==> config.mk <==
export PLATFORM = sky130hd
export DESIGN_NAME = bpu_ras
export DESIGN_NICKNAME = d
export VERILOG_FILES = /design/src/source/bpu_pkg.sv /design/src/source/bpu_ras.sv
export SDC_FILE = /design/constraint.sdc
export NUM_CORES = 1
export LEC_CHECK = 0
export BUFFER_PORTS_ARGS = -buffer_cell sky130_fd_sc_hd__buf_2
export CORE_MARGIN = 2
export CORE_UTILIZATION = 40
export CTS_CLUSTER_DIAMETER = 150
export DETAILED_ROUTE_END_ITERATION = 7
export REMOVE_ABC_BUFFERS = 1
export SLEW_MARGIN = 15
export SYNTH_ARGS = -nofsm -noshare
export SYNTH_HDL_FRONTEND = slang
export SYNTH_SLANG_ARGS = --single-unit
==> constraint.sdc <==
create_clock -name clk -period 12.8 [get_ports clk]
set_input_delay 1.28 -clock clk [delete_from_list [all_inputs] [get_ports clk]]
set_output_delay 1.28 -clock clk [all_outputs]
set_load 0.02 [all_outputs]
==> src/source/bpu_pkg.sv <==
`default_nettype none

package bpu_pkg;

    localparam int XLEN   = 32;
    localparam int HIST_W = 16;
    localparam int TAG_W  = 10;
    localparam int PTAG_W = 6;   // upper tag bits used for matching

    typedef logic [XLEN-1:0]   addr_t;
    typedef logic [HIST_W-1:0] hist_t;
    typedef logic [1:0]        ctr_t;
    typedef logic [TAG_W-1:0]  tag_t;
    typedef logic [1:0]        provider_t;   // 0 bimodal, 1 T0, 2 T1

    localparam provider_t PROV_BIM = 2'd0;
    localparam provider_t PROV_T0  = 2'd1;
    localparam provider_t PROV_T1  = 2'd2;

    // RV32I opcodes of the control transfer instructions
    localparam logic [6:0] OP_BRANCH = 7'b1100011;
    localparam logic [6:0] OP_JAL    = 7'b1101111;
    localparam logic [6:0] OP_JALR   = 7'b1100111;

    typedef struct packed {
        logic  is_branch;
        logic  is_jal;
        logic  is_jalr;
        logic  is_ret;
        addr_t br_offset;    // sign-extended B-type immediate
        addr_t jal_offset;   // sign-extended J-type immediate
    } inst_class_t;

    // feedback from execute, one strobe per resolved control instruction
    typedef struct packed {
        logic      valid;
        logic      taken;
        logic      pdt_true;
        addr_t     pc;
        addr_t     target;
        hist_t     history;    // history seen at prediction time
        provider_t provider;   // provider returned from pred_o
        logic      is_ret;
    } ex_update_t;

    typedef struct packed {
        logic      is_cf;
        logic      taken;
        addr_t     next_pc;
        provider_t provider;
        hist_t     history;
    } pred_t;

endpackage

`default_nettype wire

==> src/source/bpu_ras.sv <==
`default_nettype none

module bpu_ras import bpu_pkg::*; #(
    parameter int RAS_DEPTH = 32
) (
    input  logic       clk,
    input  logic       rst,
    input  logic       push_i,
    input  addr_t      push_addr_i,
    input  logic       stall_i,
    input  ex_update_t upd_i,
    output addr_t      top_o,
    output logic       valid_o
);

    localparam int IDX_W = $clog2(RAS_DEPTH);

    addr_t            stack [0:RAS_DEPTH-1];
    logic [IDX_W:0]   sp;        // number of live entries
    logic [IDX_W:0]   sp_pop;    // sp after a possible pop
    logic [IDX_W-1:0] top_idx;
    logic             do_pop, do_push;

    // a taken return resolved in execute leaves the stack
    assign do_pop = upd_i.valid && upd_i.taken && upd_i.is_ret && !stall_i && (sp != '0);

    // pop first, then push into the freed slot
    assign sp_pop  = do_pop ? sp - 1'b1 : sp;
    assign do_push = push_i && !stall_i && (sp_pop < RAS_DEPTH);

    always_ff @(posedge clk or posedge rst) begin
        if (rst) begin
            sp <= '0;
        end else if (do_pop || do_push) begin
            sp <= do_push ? sp_pop + 1'b1 : sp_pop;
        end
    end

    always_ff @(posedge clk) begin
        if (do_push)
            stack[sp_pop[IDX_W-1:0]] <= push_addr_i;
    end

    assign top_idx = sp[IDX_W-1:0] - 1'b1;
    assign top_o   = stack[top_idx];   // meaningless when empty
    assign valid_o = (sp != '0);

endmodule

`default_nettype wire

==> parameters.txt <==
Parameter                              Value

Critical path
  Arrival @ worst endpoint    5.38 ns
  CP max FO    56
  Critical path depth    9
  Data required time at the worst endpoint    11.52 ns
  Nature of the critical path startpoint    register
  CP max stage delay    0.86 ns
  Category of cells accounting for the largest share of critical-path delay    buffers and inverters
  Worst reg2reg setup slack    7.49 ns
  Critical path type    register to output port
  List of cells traversed by the critical path    inv_1 -> ha_4 -> buf_4 -> buf_4 -> mux4_2 -> nand2_1 -> a32o_1 -> a221oi_2 -> buf_2
  FF-to-FF path depth    9
  Most common cell type on the critical path    buf_4
  Critical Path Start    sp[0]
  Reg-to-reg critical path startpoint    sp[0]
  Buffer and inverter count on the worst path    4
  Crit path max-delay cell type    dfrtp_4
  Endpoint of the worst register-to-register path    stack[5][4]
  Worst setup endpoint    top_o[5]
  Type of destination of the critical path    output port

Placement
  Estimated wirelength of the detail-placed design    44.1 mm
  Placer congestion estimate    0.762
  IO buf count    71
  Placed instance count    3043

Detailed routing
  Antenna Violating Nets Remaining    0
  Vias per Instance    5.69
  Detailed-route DRC error count    0
  Average detailed-routed wire length per instance    28.3 um
  DRC marker count from the first detailed-route iteration    2032
  Number of iterations in the first detailed-routing pass    5
  Routed via count    18300
  Final routed wirelength across all metal layers    91.3 mm

Logic synthesis
  Register area share after synthesis    77.4%
  Multiplexer fraction of the synthesized cell area    16.9%
  Mean instance size in the synthesized netlist    23.1 um^2
  Number of register bits inferred by synthesis    1030
  Most used flip-flop cell after synthesis    edfxtp_1
  Simple-gate share of the synthesized area    1.50%
  Number of unique standard cell types used by synthesis    50
  Largest family of logic cells by synthesized area    multiplexers
  YS warnings    0
  Async set-or-reset flop fraction in the synthesized netlist    0.583%
  Number of enable-type register cells in the synthesized netlist    1024
  Complex-gate fraction of the synthesized area    2.53%
  Post-synth top area share    77.0%
  Commonest cells in the synthesized netlist    1024 x edfxtp_1, 256 x mux4_2, 97 x mux2i_1, 71 x nand2_1, 45 x clkbuf_1
  Count of mapped cells out of synthesis    1730
  Cell taking the most area after synthesis    edfxtp_1
  Share of synthesized cell area in full adder, half adder and majority cells    0.157%
  Most instantiated library cell after synthesis    edfxtp_1
  Largest cells by area after synthesis    edfxtp_1 77%, mux4_2 14%, mux2i_1 2.4%
  XOR/XNOR share of the synthesized area    0.197%
  Cell area after synthesis    39900 um^2

Final layout
  Util after Layout    46.0%
  Antenna cells    0
  Layout overhead on the synthesized area    13.6%
  Post-layout net count    1987
  Fraction of final layout cells with drive strength greater than 1    30.9%
  Post-route insts no fill    3222

Floorplanning
  Die boundary width    320 um
  Vert. Die Dim    320 um
  Top-level I/O count    155
  Initial core utilization    40.5%
  Std cell rows    115
  Area inside the core boundary    98700 um^2
  Full die area    102000 um^2

STA
  Max_slew headroom    29.4%
  Setup violations, final    0
  Final min period    6.66 ns
  Setup TNS    0 ns
  Worst Hold Margin    0.513 ns
  Final Max Tran Viols    0
  Transition time of the tightest slew-check pin    1.06 ns
  Final critical-path share of the clock period    52.0%
  Maximum frequency from static timing analysis    0.150 GHz
  Worst Skew    0.0273 ns
  Setup repair after global routing missed its margin    false
  Final Hold Fails    0

Global route
  Grt ovf    0
  Number of antenna violations at the first check in global routing    5
  First-pass GRT wire length    132 mm
  Largest net degree at the start of global routing    109
  Number of global-route vias before repair    19300
  Overall fraction of global-route tracks in use    17.9%

CTS
  Post-CTS Setup Repair Bufs    0
  Clock transition at the registers of the reported paths    0.07 ns
  Clock tree from TritonCTS    built
  CTS max path bufs    3
  H-tree depth reported by CTS    3
  PostCTS Resize Cnt    0
  Later-pin clock latency in the skew report    0.68 ns
  Root Buffer    clkbuf_16
  Number of buffers created by CTS    102
  Hold_buf cts    0
  # clock sinks    1030

Worst hold path
  Path type of the worst min-delay path    input pin to asynchronous set/reset pin

Outcome
  Result of the run    completed

Job
  Maximum capacitance violations    0

Power
  LEAKAGE    0.0141 uW
  VDD IR-drop max    0.196 mV
  Areal power density over the cells    239 nW/um^2
==> logic make-up (layout without fill, tap and decap cells) <==
group | after synthesis | after routing
muxes | 354 | 354
and+or+nand+nor | 136 | 136
adders and majority gates | 5 | 5
xor gates and xnor gates | 9 | 9
AOI/OAI and AO/OA | 93 | 93
buffers and inverters | 103 | 308
DFF | 1030 | 1030
==> through the flow <==
step / worst slack, ns / total power (uW) / cell area, um^2
floorplan: -7.28 / 7890 / 39400
global placement: 6.80 / 8020 / 42100
detailed placement: 6.78 / 8050 / 42100
CTS: 6.04 / 11000 / 45400
global route: 5.88 / 11300 / 45400
finish: 6.14 / 10800 / 45400
==> layout make-up <==
cell class,instances,area [um^2]
Clock inverter,61,656
Multi-Input combinational cell,597,8800
Inverter,8,30.0
Clock buffer,118,2610
Fill cell,8106,53400
Tap cell,1287,1610
Sequential cell,1030,30900
Timing Repair Buffer,121,743
==> where the power goes <==
group	total [uW]	switching, uW	leakage [uW]	internal [uW]
Combinational	4030	2310	0.00325	1720
Sequential	3880	71.1	0.00928	3810
Clock	2940	1240	0.00159	1700
==> cells in the final DEF, fill, tap and decap left out, types with 12 or more instances in the layout <==
master / instances
nand2_1: 71
clkinv_2: 17
clkinv_1: 22
mux2i_1: 97
buf_2: 71
a221oi_2: 32
a32o_1: 32
clkbuf_16: 102
buf_4: 49
mux4_2: 256
nor2_4: 30
edfxtp_1: 1024
bufinv_16: 12
clkbuf_1: 16
==> worst min path at each step <==
stage	cells past startpoint	startpoint	endpoint	slack [ns]
6_report	2	rst	sp[1]	0.51
5_1_grt	2	rst	sp[1]	0.53
4_1_cts	2	rst	sp[0]	0.49
3_5_place_dp	2	sp[5]	sp[5]	0.82
3_3_place_gp	2	sp[5]	sp[5]	0.75
2_1_floorplan	2	sp[5]	sp[5]	0.70
==> sequential cells by signal, indices dropped and copies added, names as in the netlist <==
name,count
stack,1024
sp,6
==> worst reg2reg max path, cell delays in order, from the launching register on <==
cell and delay, ns:
dfrtp_4 0.86, inv_1 0.21, ha_4 0.71, buf_4 0.81
mux2i_1 0.34, inv_1 0.15, ha_1 0.18, nand3_1 0.33
nor2_4 0.84, buf_4 0.50
==> layer usage <==
metal | vias to the layer above | wire [um] | GRT usage, %
li1 | 7654 | - | -
met1 | 9982 | 39100 | 24.8
met2 | 555 | 44600 | 29.2
met3 | 135 | 5570 | 3.33
met5 | - | 30 | 0
met4 | 4 | 2020 | 4.99
Note: power is estimated with default switching activity, not from simulation.
