<file path="config.mk">
export PLATFORM = sky130hd
export DESIGN_NAME = bpu_decode
export DESIGN_NICKNAME = d
export VERILOG_FILES = /design/src/source/bpu_pkg.sv /design/src/source/bpu_decode.sv
export SDC_FILE = /design/constraint.sdc
export NUM_CORES = 1
export LEC_CHECK = 0
export ABC_AREA = 1
export BUFFER_PORTS_ARGS = -buffer_cell sky130_fd_sc_hd__buf_2
export CORE_MARGIN = 2
export CORE_UTILIZATION = 33
export DETAILED_ROUTE_END_ITERATION = 7
export PLACE_DENSITY = 0.9
export SETUP_SLACK_MARGIN = 0.1
export SLEW_MARGIN = 0
export SYNTH_ARGS = -nofsm -noshare
export SYNTH_HDL_FRONTEND = slang
export SYNTH_SLANG_ARGS = --single-unit
</file>
<file path="constraint.sdc">
create_clock -name vclk -period 0.82
set_input_delay 0.041 -clock vclk [all_inputs]
set_output_delay 0.041 -clock vclk [all_outputs]
set_load 0.02 [all_outputs]
</file>
<file path="src/source/bpu_pkg.sv">
`default_nettype none

package bpu_pkg;

    localparam int XLEN   = 32;
    localparam int HIST_W = 16;
    localparam int TAG_W  = 10;
    localparam int PTAG_W = 6;   // upper tag bits used for matching

    typedef logic [XLEN-1:0]   addr_t;
    typedef logic [HIST_W-1:0] hist_t;
    typedef logic [1:0]        ctr_t;
    typedef logic [TAG_W-1:0]  tag_t;
    typedef logic [1:0]        provider_t;   // 0 bimodal, 1 T0, 2 T1

    localparam provider_t PROV_BIM = 2'd0;
    localparam provider_t PROV_T0  = 2'd1;
    localparam provider_t PROV_T1  = 2'd2;

    // RV32I opcodes of the control transfer instructions
    localparam logic [6:0] OP_BRANCH = 7'b1100011;
    localparam logic [6:0] OP_JAL    = 7'b1101111;
    localparam logic [6:0] OP_JALR   = 7'b1100111;

    typedef struct packed {
        logic  is_branch;
        logic  is_jal;
        logic  is_jalr;
        logic  is_ret;
        addr_t br_offset;    // sign-extended B-type immediate
        addr_t jal_offset;   // sign-extended J-type immediate
    } inst_class_t;

    // feedback from execute, one strobe per resolved control instruction
    typedef struct packed {
        logic      valid;
        logic      taken;
        logic      pdt_true;
        addr_t     pc;
        addr_t     target;
        hist_t     history;    // history seen at prediction time
        provider_t provider;   // provider returned from pred_o
        logic      is_ret;
    } ex_update_t;

    typedef struct packed {
        logic      is_cf;
        logic      taken;
        addr_t     next_pc;
        provider_t provider;
        hist_t     history;
    } pred_t;

endpackage

`default_nettype wire

</file>
<file path="src/source/bpu_decode.sv">
`default_nettype none

module bpu_decode import bpu_pkg::*; (
    input  addr_t       inst_i,
    output inst_class_t class_o
);

    logic [6:0]  opcode;
    logic [4:0]  rd;
    logic [4:0]  rs1;
    logic [11:0] imm_i;
    logic        jalr;

    assign opcode = inst_i[6:0];
    assign rd     = inst_i[11:7];
    assign rs1    = inst_i[19:15];
    assign imm_i  = inst_i[31:20];

    assign jalr = (opcode == OP_JALR);

    always_comb begin
        class_o.is_branch = (opcode == OP_BRANCH);
        class_o.is_jal    = (opcode == OP_JAL);
        class_o.is_jalr   = jalr;

        // ret is jalr x0, 0(ra) or jalr x0, 0(t0)
        class_o.is_ret = jalr && (rd == 5'd0) && (imm_i == 12'd0) &&
                         ((rs1 == 5'd1) || (rs1 == 5'd5));

        class_o.br_offset = {
            {20{inst_i[31]}},
            inst_i[7],
            inst_i[30:25],
            inst_i[11:8],
            1'b0
        };

        class_o.jal_offset = {
            {12{inst_i[31]}},
            inst_i[19:12],
            inst_i[20],
            inst_i[30:21],
            1'b0
        };
    end

endmodule

`default_nettype wire

</file>
==> results of run 1 <==
-- per-stage QoR --
step	utilization	power, µW	setup TNS [ns]	setup WS [ns]	hold WS (ns)
after global routing	0.391	552	-0.0315	-0.0315	0.0821
after floorplan	-	492	0	0.159	0.134
after global placement	0.348	481	0	0.0149	0.0821
final	0.391	519	0	0.0421	0.0821
after CTS	0.357	493	0	0.0285	0.0821
after detailed placement	0.348	486	0	0.00226	0.0821
-- layer usage --
metal | wire length, µm | track usage | vias to the layer above
met4 | 0 | 0 | 0
met3 | 235 | 0.0247 | 0
met2 | 677 | 0.162 | 55
met1 | 351 | 0.0618 | 241
met5 | 0 | 0 | -
li1 | - | - | 285
-- path summary, 6_finish.rpt --
path,from,endpoint,slack (ns),cells past startpoint
worst max-delay path,inst_i[7],class_o[64],0.04,6
worst min-delay path,inst_i[12],class_o[12],0.08,0
-- cells by family (layout without fill, tap and decap cells) --
group / count (synthesis) / count (layout)
buffers and inverters: 70 / 97
other: 1 / 2
and+or+nand+nor: 28 / 28
-- where the power goes --
group          leakage, µW  switching [µW]  total [µW]  internal [µW]
Sequential               0               0           0              0
Combinational     0.000457             328         519            191
Clock                    0               0           0              0
Total             0.000457             328         519            191
-- synthesized netlist by cell type (all sizes together) --
master / count / area, µm²
conb: 1 / 3.75
buf: 65 / 488
nor2: 15 / 68.8
nand3: 3 / 27.5
or2: 1 / 6.26
nor4: 1 / 6.26
nand2: 8 / 35.0
inv: 5 / 18.8
-- layout make-up --
class,count,area share
inverters,5,0.0250
repair buffers,92,0.694
well taps,27,0.0449
multi-input cells,30,0.236
-- cell usage in the layout, fill, tap and decap left out, drive strengths merged --
master and instances:
buf 92, conb 2, inv 5, nand2 8, nand3 3, nor2 15
nor4 1, or2 1
-- repair_timing --
item | 4_1_cts | 5_1_grt
buffers inserted | 0 | 1
hold buffers | 0 | 0
gates resized for setup | 4 | 16
pin swaps | 4 | 10
endpoints found under the setup margin | 1 | 2
==> impl_metrics.toml, run 1 <==
[finish]
finalNonFillerCells = 154
syn_to_final_growth_pct = 14.9
multiInputGateArea_um2 = 178
drive_gt1_frac = 0.843
postLayoutCellArea_um2 = 752
diodes = 0
layout.filler_cells = 222
fin_nets = 161
n_clock_buffer = 0
seq_cell_count = 0
seq_area_um2 = 0

[setup_path]
crit_arrival_ns = 0.74
crit_path_end_kind = "primary output"
crit_type = "in -> out"
path_buf_inv = 2
cp.required_ns = 0.78
critPathTopFamily = "simple AND/OR/NAND/NOR gates"
crit_path_max_incr_delay_ns = 0.23
crit_path_top_delay_cell = "or2_1"
cp-start-kind = "input pin"
worstPathCellList = "buf_6, or2_1, nor2_2, nand2_2, nor2_2, buf_6"
critPathMaxFanout = 2

[routing]
wl_per_cell_um = 8.20
ant_nets = 0
drc_errors = 0
totalWireLength_um = 1260
dr.pass1.iters = 2
vias = 581
drt_iter0_drc = 3
vias_per_cell = 3.77

[floorplanning]
die_x_um = 48.5
fp.dieArea_um2 = 2360
core_area_um2 = 1920
ios = 100
die_y_um = 48.5
rows = 16
initial_core_util = 0.340

[placement]
dp.cells = 153
io_buffers = 90
gp_congestion = 0.701
placed_cell_area_um2 = 668
dpl.hpwl_um = 1040

[synthesis]
syn_inst = 99
syn-cell-area_um2 = 654
muxShareOfSynthArea = 0
synth.avg_cell_area_um2 = 6.61
synth_top_family_by_area = "buffers and inverters"
synthSimpleGateAreaFrac = 0.220
synth.distinct_cells = 13
synth_fa_ha_area_frac = 0
synth_xor_area_frac = 0
synth_warnings = 0
yosysSeqAreaShare = 0
synth_compound_area_frac = 0

[global_route]
grt-ovfl-total = 0
grt_use_total = 0.0720
antenna_found_initial = 0
grt_pass1_wl_um = 1490
grt_pass1_vias = 393
grt_max_degree = 33

[pwr]
leakage_uw = 0.000457
ir_drop_v = 0.000248
p_per_area_nw_per_um2 = 690

[timing]
drv_slew = 0
rsz0062_at_grt = "true"
fin_crit_sh = 0.949
min_period_ns = 0.778
hold_viol_final = 0
fmax_mhz = 1290
finalSetupViolCount = 0

[outcome]
status = "finished, final reports clean"

[run]
maxCapViolCount = 0

[min_path]
hp-class = "in -> out"
Note: power is estimated with default switching activity, not from simulation.
==> run 2: changes to the inputs <==
==> constraint.sdc (replaced) <==
create_clock -name vclk -period 0.82
set_input_delay 0.041 -clock vclk [all_inputs]
set_output_delay 0.041 -clock vclk [all_outputs]
set_load 0.005 [all_outputs]
==> run 2 against run 1 <==
Via count fell by 1.4%. Non-clock buffer count fell by 1. Utilization fell by 3.5 points. Maximum frequency rose by 5.6%. Final cell count fell by 0.65%. First-iteration DRC count fell by 100%. Sequential share of layout area did not move. Worst hold slack barely moved. Die area did not move. Largest cell class unchanged.
==> impl_metrics.toml, run 2 (same netlist as run 1, synthesis figures left out) <==
[floorplanning]
rows = 16
ios = 100
die_x_um = 48.5
initial_core_util = 0.340
core_area_um2 = 1920
fp.dieArea_um2 = 2360
die_y_um = 48.5

[finish]
layout.filler_cells = 212
drive_gt1_frac = 0.817
seq_area_um2 = 0
multiInputGateArea_um2 = 168
fin_nets = 160
final_util = 0.356
diodes = 0
layout_common_cells = "buf_2, nor2_1, nor2_2, nand2_1, inv_1"
syn_to_final_growth_pct = 4.59
finalNonFillerCells = 153
seq_cell_count = 0
n_clock_buffer = 0
final_common_cell = "buf_2"
postLayoutCellArea_um2 = 684

[setup_path]
cp-start-kind = "input pin"
path_buf_inv = 2
worstPathCellList = "buf_6, or2_1, nor2_1, nand2_2, nor2_2, buf_2"
crit_path_top_delay_cell = "or2_1"
cp.required_ns = 0.78
cp.depth = 6
crit_type = "in -> out"
critPathTopFamily = "simple AND/OR/NAND/NOR gates"
crit_path_end_kind = "primary output"
crit_arrival_ns = 0.70
critPathMaxFanout = 2
crit_path_max_incr_delay_ns = 0.22

[timing]
fin_crit_sh = 0.898
rsz0062_at_grt = "true"
finalSetupViolCount = 0
drv_slew = 0
fmax_mhz = 1360
hold_viol_final = 0
whs_ns = 0.0820
min_period_ns = 0.736

[pwr]
p_per_area_nw_per_um2 = 450
leakage_uw = 0.000437
fin_total_pwr_uw = 308
ir_drop_v = 0.000170

[run]
maxCapViolCount = 0

[placement]
io_buffers = 90
gp_congestion = 0.596
placed_cell_area_um2 = 662
dp.cells = 153
dpl.hpwl_um = 1090

[routing]
wl_per_cell_um = 7.92
vias_per_cell = 3.75
dr.pass1.iters = 1
drt_iter0_drc = 0
vias = 573
drc_errors = 0
totalWireLength_um = 1210
ant_nets = 0

[global_route]
grt_pass1_wl_um = 1770
grt_use_total = 0.0875
grt_max_degree = 33
grt-ovfl-total = 0
antenna_found_initial = 0
grt_pass1_vias = 426

[min_path]
hp-class = "in -> out"
holdPathStages = 0

[outcome]
status = "finished, final reports clean"

[clock_network]
cts_setup_buffers = 0
## run 2: worst paths after layout
path,from,endpoint,slack (ns)
worst min-delay path,inst_i[17],class_o[17],0.08
worst max-delay path,inst_i[8],class_o[64],0.08
## run 2: power by group
group | switching [µW] | total [µW] | internal, µW | leakage [µW]
Sequential | 0 | 0 | 0 | 0
Clock | 0 | 0 | 0 | 0
Combinational | 144 | 308 | 164 | 0.000437
## run 2: layout make-up
| class | instances | area share |
|---|---|---|
| Multi-Input combinational cell | 30 | 0.245 |
| Tap cell | 27 | 0.0494 |
| Inverter | 5 | 0.0274 |
| Timing Repair Buffer | 91 | 0.678 |
## run 2: repair_timing
item | 4_1_cts | 5_1_grt
pin swaps | 2 | 0
setup endpoints to repair | 1 | 2
hold buffers | 0 | 0
gates resized for setup | 0 | 6
## run 2: routing by layer
metal | global-route usage | vias to the layer above | part of all wire
met3 | 0.0278 | 0 | 0.24
met5 | 0 | - | 0
met2 | 0.190 | 65 | 0.48
met4 | 0 | 0 | 0
li1 | - | 284 | -
met1 | 0.0824 | 224 | 0.28
## run 2: per-stage QoR
stage	setup TNS [ns]	worst slack, ns
2_1_floorplan	0	0.272
4_1_cts	0	0.0739
6_report	0	0.0836
5_1_grt	-0.00289	-0.00289
3_5_place_dp	0	0.0611
3_3_place_gp	0	0.0651
