## src/source/bpu_pkg.sv

```systemverilog
`default_nettype none

package bpu_pkg;

    localparam int XLEN   = 32;
    localparam int HIST_W = 16;
    localparam int TAG_W  = 10;
    localparam int PTAG_W = 6;   // upper tag bits used for matching

    typedef logic [XLEN-1:0]   addr_t;
    typedef logic [HIST_W-1:0] hist_t;
    typedef logic [1:0]        ctr_t;
    typedef logic [TAG_W-1:0]  tag_t;
    typedef logic [1:0]        provider_t;   // 0 bimodal, 1 T0, 2 T1

    localparam provider_t PROV_BIM = 2'd0;
    localparam provider_t PROV_T0  = 2'd1;
    localparam provider_t PROV_T1  = 2'd2;

    // RV32I opcodes of the control transfer instructions
    localparam logic [6:0] OP_BRANCH = 7'b1100011;
    localparam logic [6:0] OP_JAL    = 7'b1101111;
    localparam logic [6:0] OP_JALR   = 7'b1100111;

    typedef struct packed {
        logic  is_branch;
        logic  is_jal;
        logic  is_jalr;
        logic  is_ret;
        addr_t br_offset;    // sign-extended B-type immediate
        addr_t jal_offset;   // sign-extended J-type immediate
    } inst_class_t;

    // feedback from execute, one strobe per resolved control instruction
    typedef struct packed {
        logic      valid;
        logic      taken;
        logic      pdt_true;
        addr_t     pc;
        addr_t     target;
        hist_t     history;    // history seen at prediction time
        provider_t provider;   // provider returned from pred_o
        logic      is_ret;
    } ex_update_t;

    typedef struct packed {
        logic      is_cf;
        logic      taken;
        addr_t     next_pc;
        provider_t provider;
        hist_t     history;
    } pred_t;

endpackage

`default_nettype wire

```

## src/source/bpu_result.sv

```systemverilog
`default_nettype none

module bpu_result import bpu_pkg::*; (
    input  addr_t       pc_i,
    input  inst_class_t class_i,
    input  logic        dir_taken_i,
    input  provider_t   provider_i,
    input  hist_t       history_i,
    input  logic        btb_hit_i,
    input  addr_t       btb_target_i,
    input  addr_t       ras_top_i,
    input  logic        ras_valid_i,
    output pred_t       pred_o
);

    addr_t seq_pc;

    assign seq_pc = pc_i + 32'd4;

    always_comb begin
        pred_o.is_cf    = class_i.is_branch || class_i.is_jal || class_i.is_jalr;
        pred_o.taken    = 1'b0;
        pred_o.next_pc  = seq_pc;
        pred_o.provider = provider_i;
        pred_o.history  = history_i;

        if (class_i.is_ret) begin
            // empty stack falls back to sequential fetch
            if (ras_valid_i) begin
                pred_o.taken   = 1'b1;
                pred_o.next_pc = ras_top_i;
            end
        end else if (class_i.is_jal) begin
            pred_o.taken   = 1'b1;
            pred_o.next_pc = btb_hit_i ? btb_target_i : pc_i + class_i.jal_offset;
        end else if (class_i.is_branch || class_i.is_jalr) begin
            pred_o.taken = dir_taken_i;
            if (dir_taken_i) begin
                if (btb_hit_i)
                    pred_o.next_pc = btb_target_i;
                else if (class_i.is_branch)
                    pred_o.next_pc = pc_i + class_i.br_offset;
                // jalr without a btb entry has no known target
            end
        end
    end

endmodule

`default_nettype wire

```

## config.mk

```make
export PLATFORM = sky130hd
export DESIGN_NAME = bpu_result
export DESIGN_NICKNAME = d
export VERILOG_FILES = /design/src/source/bpu_pkg.sv /design/src/source/bpu_result.sv
export SDC_FILE = /design/constraint.sdc
export NUM_CORES = 1
export LEC_CHECK = 0
export BUFFER_PORTS_ARGS = -buffer_cell sky130_fd_sc_hd__buf_4
export CAP_MARGIN = 20
export CORE_ASPECT_RATIO = 1.2
export CORE_MARGIN = 5
export CORE_UTILIZATION = 40
export DETAILED_ROUTE_END_ITERATION = 16
export PLACE_DENSITY_LB_ADDON = 0.2
export SYNTH_ARGS = -nofsm -noshare
export SYNTH_HDL_FRONTEND = slang
export SYNTH_SLANG_ARGS = --single-unit
```

## constraint.sdc

```tcl
create_clock -name vclk -period 6.3
set_clock_uncertainty 0.2 [all_clocks]
set_input_delay 0.63 -clock vclk [all_inputs]
set_output_delay 0.63 -clock vclk [all_outputs]
set_load 0.01 [all_outputs]
```

==> flow_summary.html <==
<table>
<tr><th>Metric</th><th>Value</th></tr>
<tr><th colspan="2">Synth</th></tr>
<tr><td>Leading cell types by total area after synthesis</td><td>sky130_fd_sc_hd__ha_1, sky130_fd_sc_hd__o21ai_0, sky130_fd_sc_hd__a21oi_1, sky130_fd_sc_hd__xnor2_1, sky130_fd_sc_hd__nand2_1</td></tr>
<tr><td>Multiplexer area fraction after synthesis</td><td>2.48%</td></tr>
<tr><td>Commonest cells in the synthesized netlist</td><td>sky130_fd_sc_hd__nand2_1, sky130_fd_sc_hd__o21ai_0, sky130_fd_sc_hd__a21oi_1, sky130_fd_sc_hd__nor2_1, sky130_fd_sc_hd__ha_1</td></tr>
<tr><td>Post-synthesis net count</td><td>1125</td></tr>
<tr><td>Synth Area in Simple Gates</td><td>23.3%</td></tr>
<tr><td>Mapped cell area</td><td>5700 sq um</td></tr>
<tr><td>Combinational family with the most area after synthesis</td><td>compound AO/OA/AOI/OAI gates</td></tr>
<tr><td>Synthesized area per cell</td><td>6.51 sq um</td></tr>
<tr><td>Area share of the largest cell type after synthesis</td><td>13.8%</td></tr>
<tr><td>Post-Synth XOR/XNOR Area</td><td>11.7%</td></tr>
<tr><td>Most area-hungry cell type in the Yosys netlist</td><td>sky130_fd_sc_hd__ha_1</td></tr>
<tr><td>Adder-cell area share of the yosys netlist</td><td>14.5%</td></tr>
<tr><td>Number of instances in the synthesized netlist</td><td>875</td></tr>
<tr><td>Complex-gate fraction of the synthesized area</td><td>40.9%</td></tr>
<tr><td>Count leader, synth</td><td>sky130_fd_sc_hd__nand2_1</td></tr>
<tr><td>Share of synthesized area occupied by flip-flops and latches</td><td>0%</td></tr>
<tr><td>Unique masters post-synth</td><td>72</td></tr>
<tr><td>Synth warn</td><td>0</td></tr>
<tr><th colspan="2">Finish</th></tr>
<tr><td>Num sequential</td><td>0</td></tr>
<tr><td>Count of clock-net buffers in the final layout</td><td>0</td></tr>
<tr><td>Final standard cell utilization of the core</td><td>51.4%</td></tr>
<tr><td>Storage cell area</td><td>0 sq um</td></tr>
<tr><td>Net count of the finished layout</td><td>1270</td></tr>
<tr><td>Ratio of cells with drive above 1 in the final layout</td><td>21.9%</td></tr>
<tr><td>Final antenna diode count</td><td>0</td></tr>
<tr><td>Number of filler cells placed in the layout</td><td>1456</td></tr>
<tr><td>Layout Area Growth over Synthesis</td><td>25.3%</td></tr>
<tr><th colspan="2">Route</th></tr>
<tr><td>Wire length after detailed routing</td><td>24.7 mm</td></tr>
<tr><td>TritonRoute pass-1 iters</td><td>5</td></tr>
<tr><td>DRT iter0 DRCs</td><td>713</td></tr>
<tr><td>Number of nets with antenna violations after detailed routing</td><td>0</td></tr>
<tr><td>Number of remaining DRC errors</td><td>0</td></tr>
<tr><td>Routed vias/inst</td><td>6.24</td></tr>
<tr><td>Vias</td><td>7421</td></tr>
<tr><td>Average detailed-routed wire length per instance</td><td>20.8 um</td></tr>
<tr><th colspan="2">Floorplan</th></tr>
<tr><td>Area inside the core boundary</td><td>13900 sq um</td></tr>
<tr><td>Die ar.</td><td>16700 sq um</td></tr>
<tr><td>Total number of placement rows</td><td>47</td></tr>
<tr><td>Effective utilization at floorplan</td><td>41.0%</td></tr>
<tr><td>Die height</td><td>141 um</td></tr>
<tr><td>Num ports</td><td>237</td></tr>
<tr><td>Die Width</td><td>119 um</td></tr>
<tr><th colspan="2">Worst setup path</th></tr>
<tr><td>Critical path type</td><td>input pin to output pin</td></tr>
<tr><td>Most frequent cell on the critical path</td><td>sky130_fd_sc_hd__buf_4</td></tr>
<tr><td>Crit path arrival time</td><td>3.80 ns</td></tr>
<tr><td>Sort of element at the end of the critical path</td><td>output pin</td></tr>
<tr><td>Highest fanout seen on the critical path</td><td>4</td></tr>
<tr><td>Slowest cell on crit path</td><td>sky130_fd_sc_hd__o311ai_2</td></tr>
<tr><td>Number of buffers and inverters on the critical path</td><td>2</td></tr>
<tr><td>CP delay by family, top</td><td>compound AO/OA/AOI/OAI gates</td></tr>
<tr><td>Startpoint kind of the worst setup timing path</td><td>input pin</td></tr>
<tr><td>Cell Chain, Critical Path</td><td>buf_4 &gt; ha_1 &gt; fa_1 &gt; a211oi_1 &gt; nor2_1 &gt; o311ai_2 &gt; a311oi_1 &gt; o21a_1 &gt; o21ai_1 &gt; mux2i_1 &gt; o21ai_0 &gt; a31oi_1 &gt; buf_4</td></tr>
<tr><td>Required time at the worst-slack endpoint</td><td>5.47 ns</td></tr>
<tr><td>Peak per-stage delay on the critical path</td><td>0.49 ns</td></tr>
<tr><th colspan="2">Power and ir drop</th></tr>
<tr><td>Leakage Power</td><td>3.13 nW</td></tr>
<tr><td>Cell area power density</td><td>97.3 nW/um^2</td></tr>
<tr><td>IR drop worst, VDD</td><td>42.7 uV</td></tr>
<tr><th colspan="2">CTS</th></tr>
<tr><td>Resized cells post-CTS</td><td>0</td></tr>
<tr><td>Cts hold-fix bufs</td><td>0</td></tr>
<tr><td>Number of buffers inserted to repair setup after CTS</td><td>0</td></tr>
<tr><th colspan="2">GRT</th></tr>
<tr><td>Met3 Track Usage GR</td><td>2.00%</td></tr>
<tr><td>Met1 usage</td><td>34.9%</td></tr>
<tr><td>Remaining Overflow, GRT</td><td>0</td></tr>
<tr><td>Met2 track utilization from global routing</td><td>49.9%</td></tr>
<tr><td>Pin count of the biggest net entering global routing</td><td>53</td></tr>
<tr><td>Busiest layer in global routing</td><td>met2</td></tr>
<tr><td>Number of antenna violations at the first check in global routing</td><td>0</td></tr>
<tr><td>GRT Resource Usage Total</td><td>27.5%</td></tr>
<tr><td>Vias in the first global route</td><td>7205</td></tr>
<tr><td>Wire length of the first global-routing pass</td><td>37.9 mm</td></tr>
<tr><th colspan="2">Hold path</th></tr>
<tr><td>Min-delay worst type</td><td>input pin to output pin</td></tr>
<tr><th colspan="2">Timing</th></tr>
<tr><td>RSZ-0062 raised after global routing</td><td>false</td></tr>
<tr><td>Post-route minimum period</td><td>4.63 ns</td></tr>
<tr><td>Max Clock Freq</td><td>216 MHz</td></tr>
<tr><td>Final Slew Violations</td><td>0</td></tr>
<tr><td>Final setup violation count</td><td>0</td></tr>
<tr><td>Final Hold Fails</td><td>0</td></tr>
<tr><td>Max_slew headroom</td><td>41.9%</td></tr>
<tr><td>Final TNS setup</td><td>0 ns</td></tr>
<tr><td>Tightest Pin Transition</td><td>0.865 ns</td></tr>
<tr><td>Post-route clock period utilization</td><td>73.4%</td></tr>
<tr><th colspan="2">Placement</th></tr>
<tr><td>RD Place Congestion</td><td>0.961</td></tr>
<tr><td>Number of port buffers</td><td>201</td></tr>
<tr><td>Post-DP HPWL</td><td>19.7 mm</td></tr>
<tr><th colspan="2">Status</th></tr>
<tr><td>Outcome</td><td>completed</td></tr>
<tr><th colspan="2">Flow run</th></tr>
<tr><td>Max cap viols</td><td>0</td></tr>
</table>
cells in the final DEF (no fill, tap or decap), types with 4 or more instances in the layout:
| master | synthesis | final |
|---|---|---|
| sky130_fd_sc_hd__a211o_1 | 5 | 5 |
| sky130_fd_sc_hd__a211oi_1 | 24 | 24 |
| sky130_fd_sc_hd__a21o_1 | 21 | 21 |
| sky130_fd_sc_hd__a21oi_1 | 86 | 86 |
| sky130_fd_sc_hd__a221oi_1 | 13 | 13 |
| sky130_fd_sc_hd__a22oi_1 | 5 | 5 |
| sky130_fd_sc_hd__a31oi_1 | 13 | 13 |
| sky130_fd_sc_hd__and2_1 | 6 | 6 |
| sky130_fd_sc_hd__and3_1 | 11 | 11 |
| sky130_fd_sc_hd__buf_4 | 18 | 206 |
| sky130_fd_sc_hd__ha_1 | 63 | 63 |
| sky130_fd_sc_hd__inv_1 | 23 | 23 |
| sky130_fd_sc_hd__mux2i_1 | 13 | 13 |
| sky130_fd_sc_hd__nand2_1 | 89 | 89 |
| sky130_fd_sc_hd__nand2b_1 | 10 | 10 |
| sky130_fd_sc_hd__nand3_1 | 34 | 34 |
| sky130_fd_sc_hd__nand4_1 | 18 | 18 |
| sky130_fd_sc_hd__nor2_1 | 69 | 69 |
| sky130_fd_sc_hd__nor2b_1 | 4 | 4 |
| sky130_fd_sc_hd__nor3_1 | 12 | 12 |
| sky130_fd_sc_hd__nor4_1 | 5 | 5 |
| sky130_fd_sc_hd__o211ai_1 | 19 | 19 |
| sky130_fd_sc_hd__o21a_1 | 14 | 14 |
| sky130_fd_sc_hd__o21ai_0 | 88 | 88 |
| sky130_fd_sc_hd__o21ai_1 | 5 | 5 |
| sky130_fd_sc_hd__o21bai_1 | 7 | 7 |
| sky130_fd_sc_hd__o221ai_1 | 10 | 10 |
| sky130_fd_sc_hd__o22ai_1 | 8 | 8 |
| sky130_fd_sc_hd__o31ai_1 | 8 | 8 |
| sky130_fd_sc_hd__or3_1 | 6 | 6 |
| sky130_fd_sc_hd__xnor2_1 | 39 | 39 |
| sky130_fd_sc_hd__xor2_1 | 37 | 37 |
cell type report:
class / count / area (sq um) / share of cell area [%]
multi-input cells: 788 / 5290 / 74.1
repair buffers: 206 / 1550 / 21.7
well taps: 171 / 214 / 3.00
inverters: 24 / 90.1 / 1.26
cells by family after synthesis:
group,after synthesis
compound gates,355
fa+ha+maj,65
simple gates,278
buf+inv,87
xor+xnor,76
mux,14
path summary, 6_finish.rpt:
kind	from	end	slack [ns]	cells after the start
min	provider_i[0]	pred_o[16]	1.06	0
max	pc_i[0]	pred_o[36]	1.67	13
per-stage QoR:
stage	std cells	hold slack, ns	cell area, sq um	setup WS, ns	power (W)
after global routing	1189	1.06	7140	1.44	0.000753
after floorplan	875	1.15	5700	2.48	0.000432
after CTS	1189	1.06	7140	1.75	0.000684
final	1189	1.06	7140	1.67	0.000694
after global placement	1189	1.06	7140	1.81	0.000681
after detailed placement	1189	1.06	7140	1.79	0.000681
power breakdown:
group	internal, W	switching (W)
Combinational	0.000302	0.000392
Clock	0	0
Sequential	0	0
layer usage:
metal  share of wire (%)  vias up
li1                    -     3589
met2                  50      333
met3                 6.8       53
met4                 2.9        0
met5                   0        -
met1                  41     3446
(Power assumes the default switching activity.)
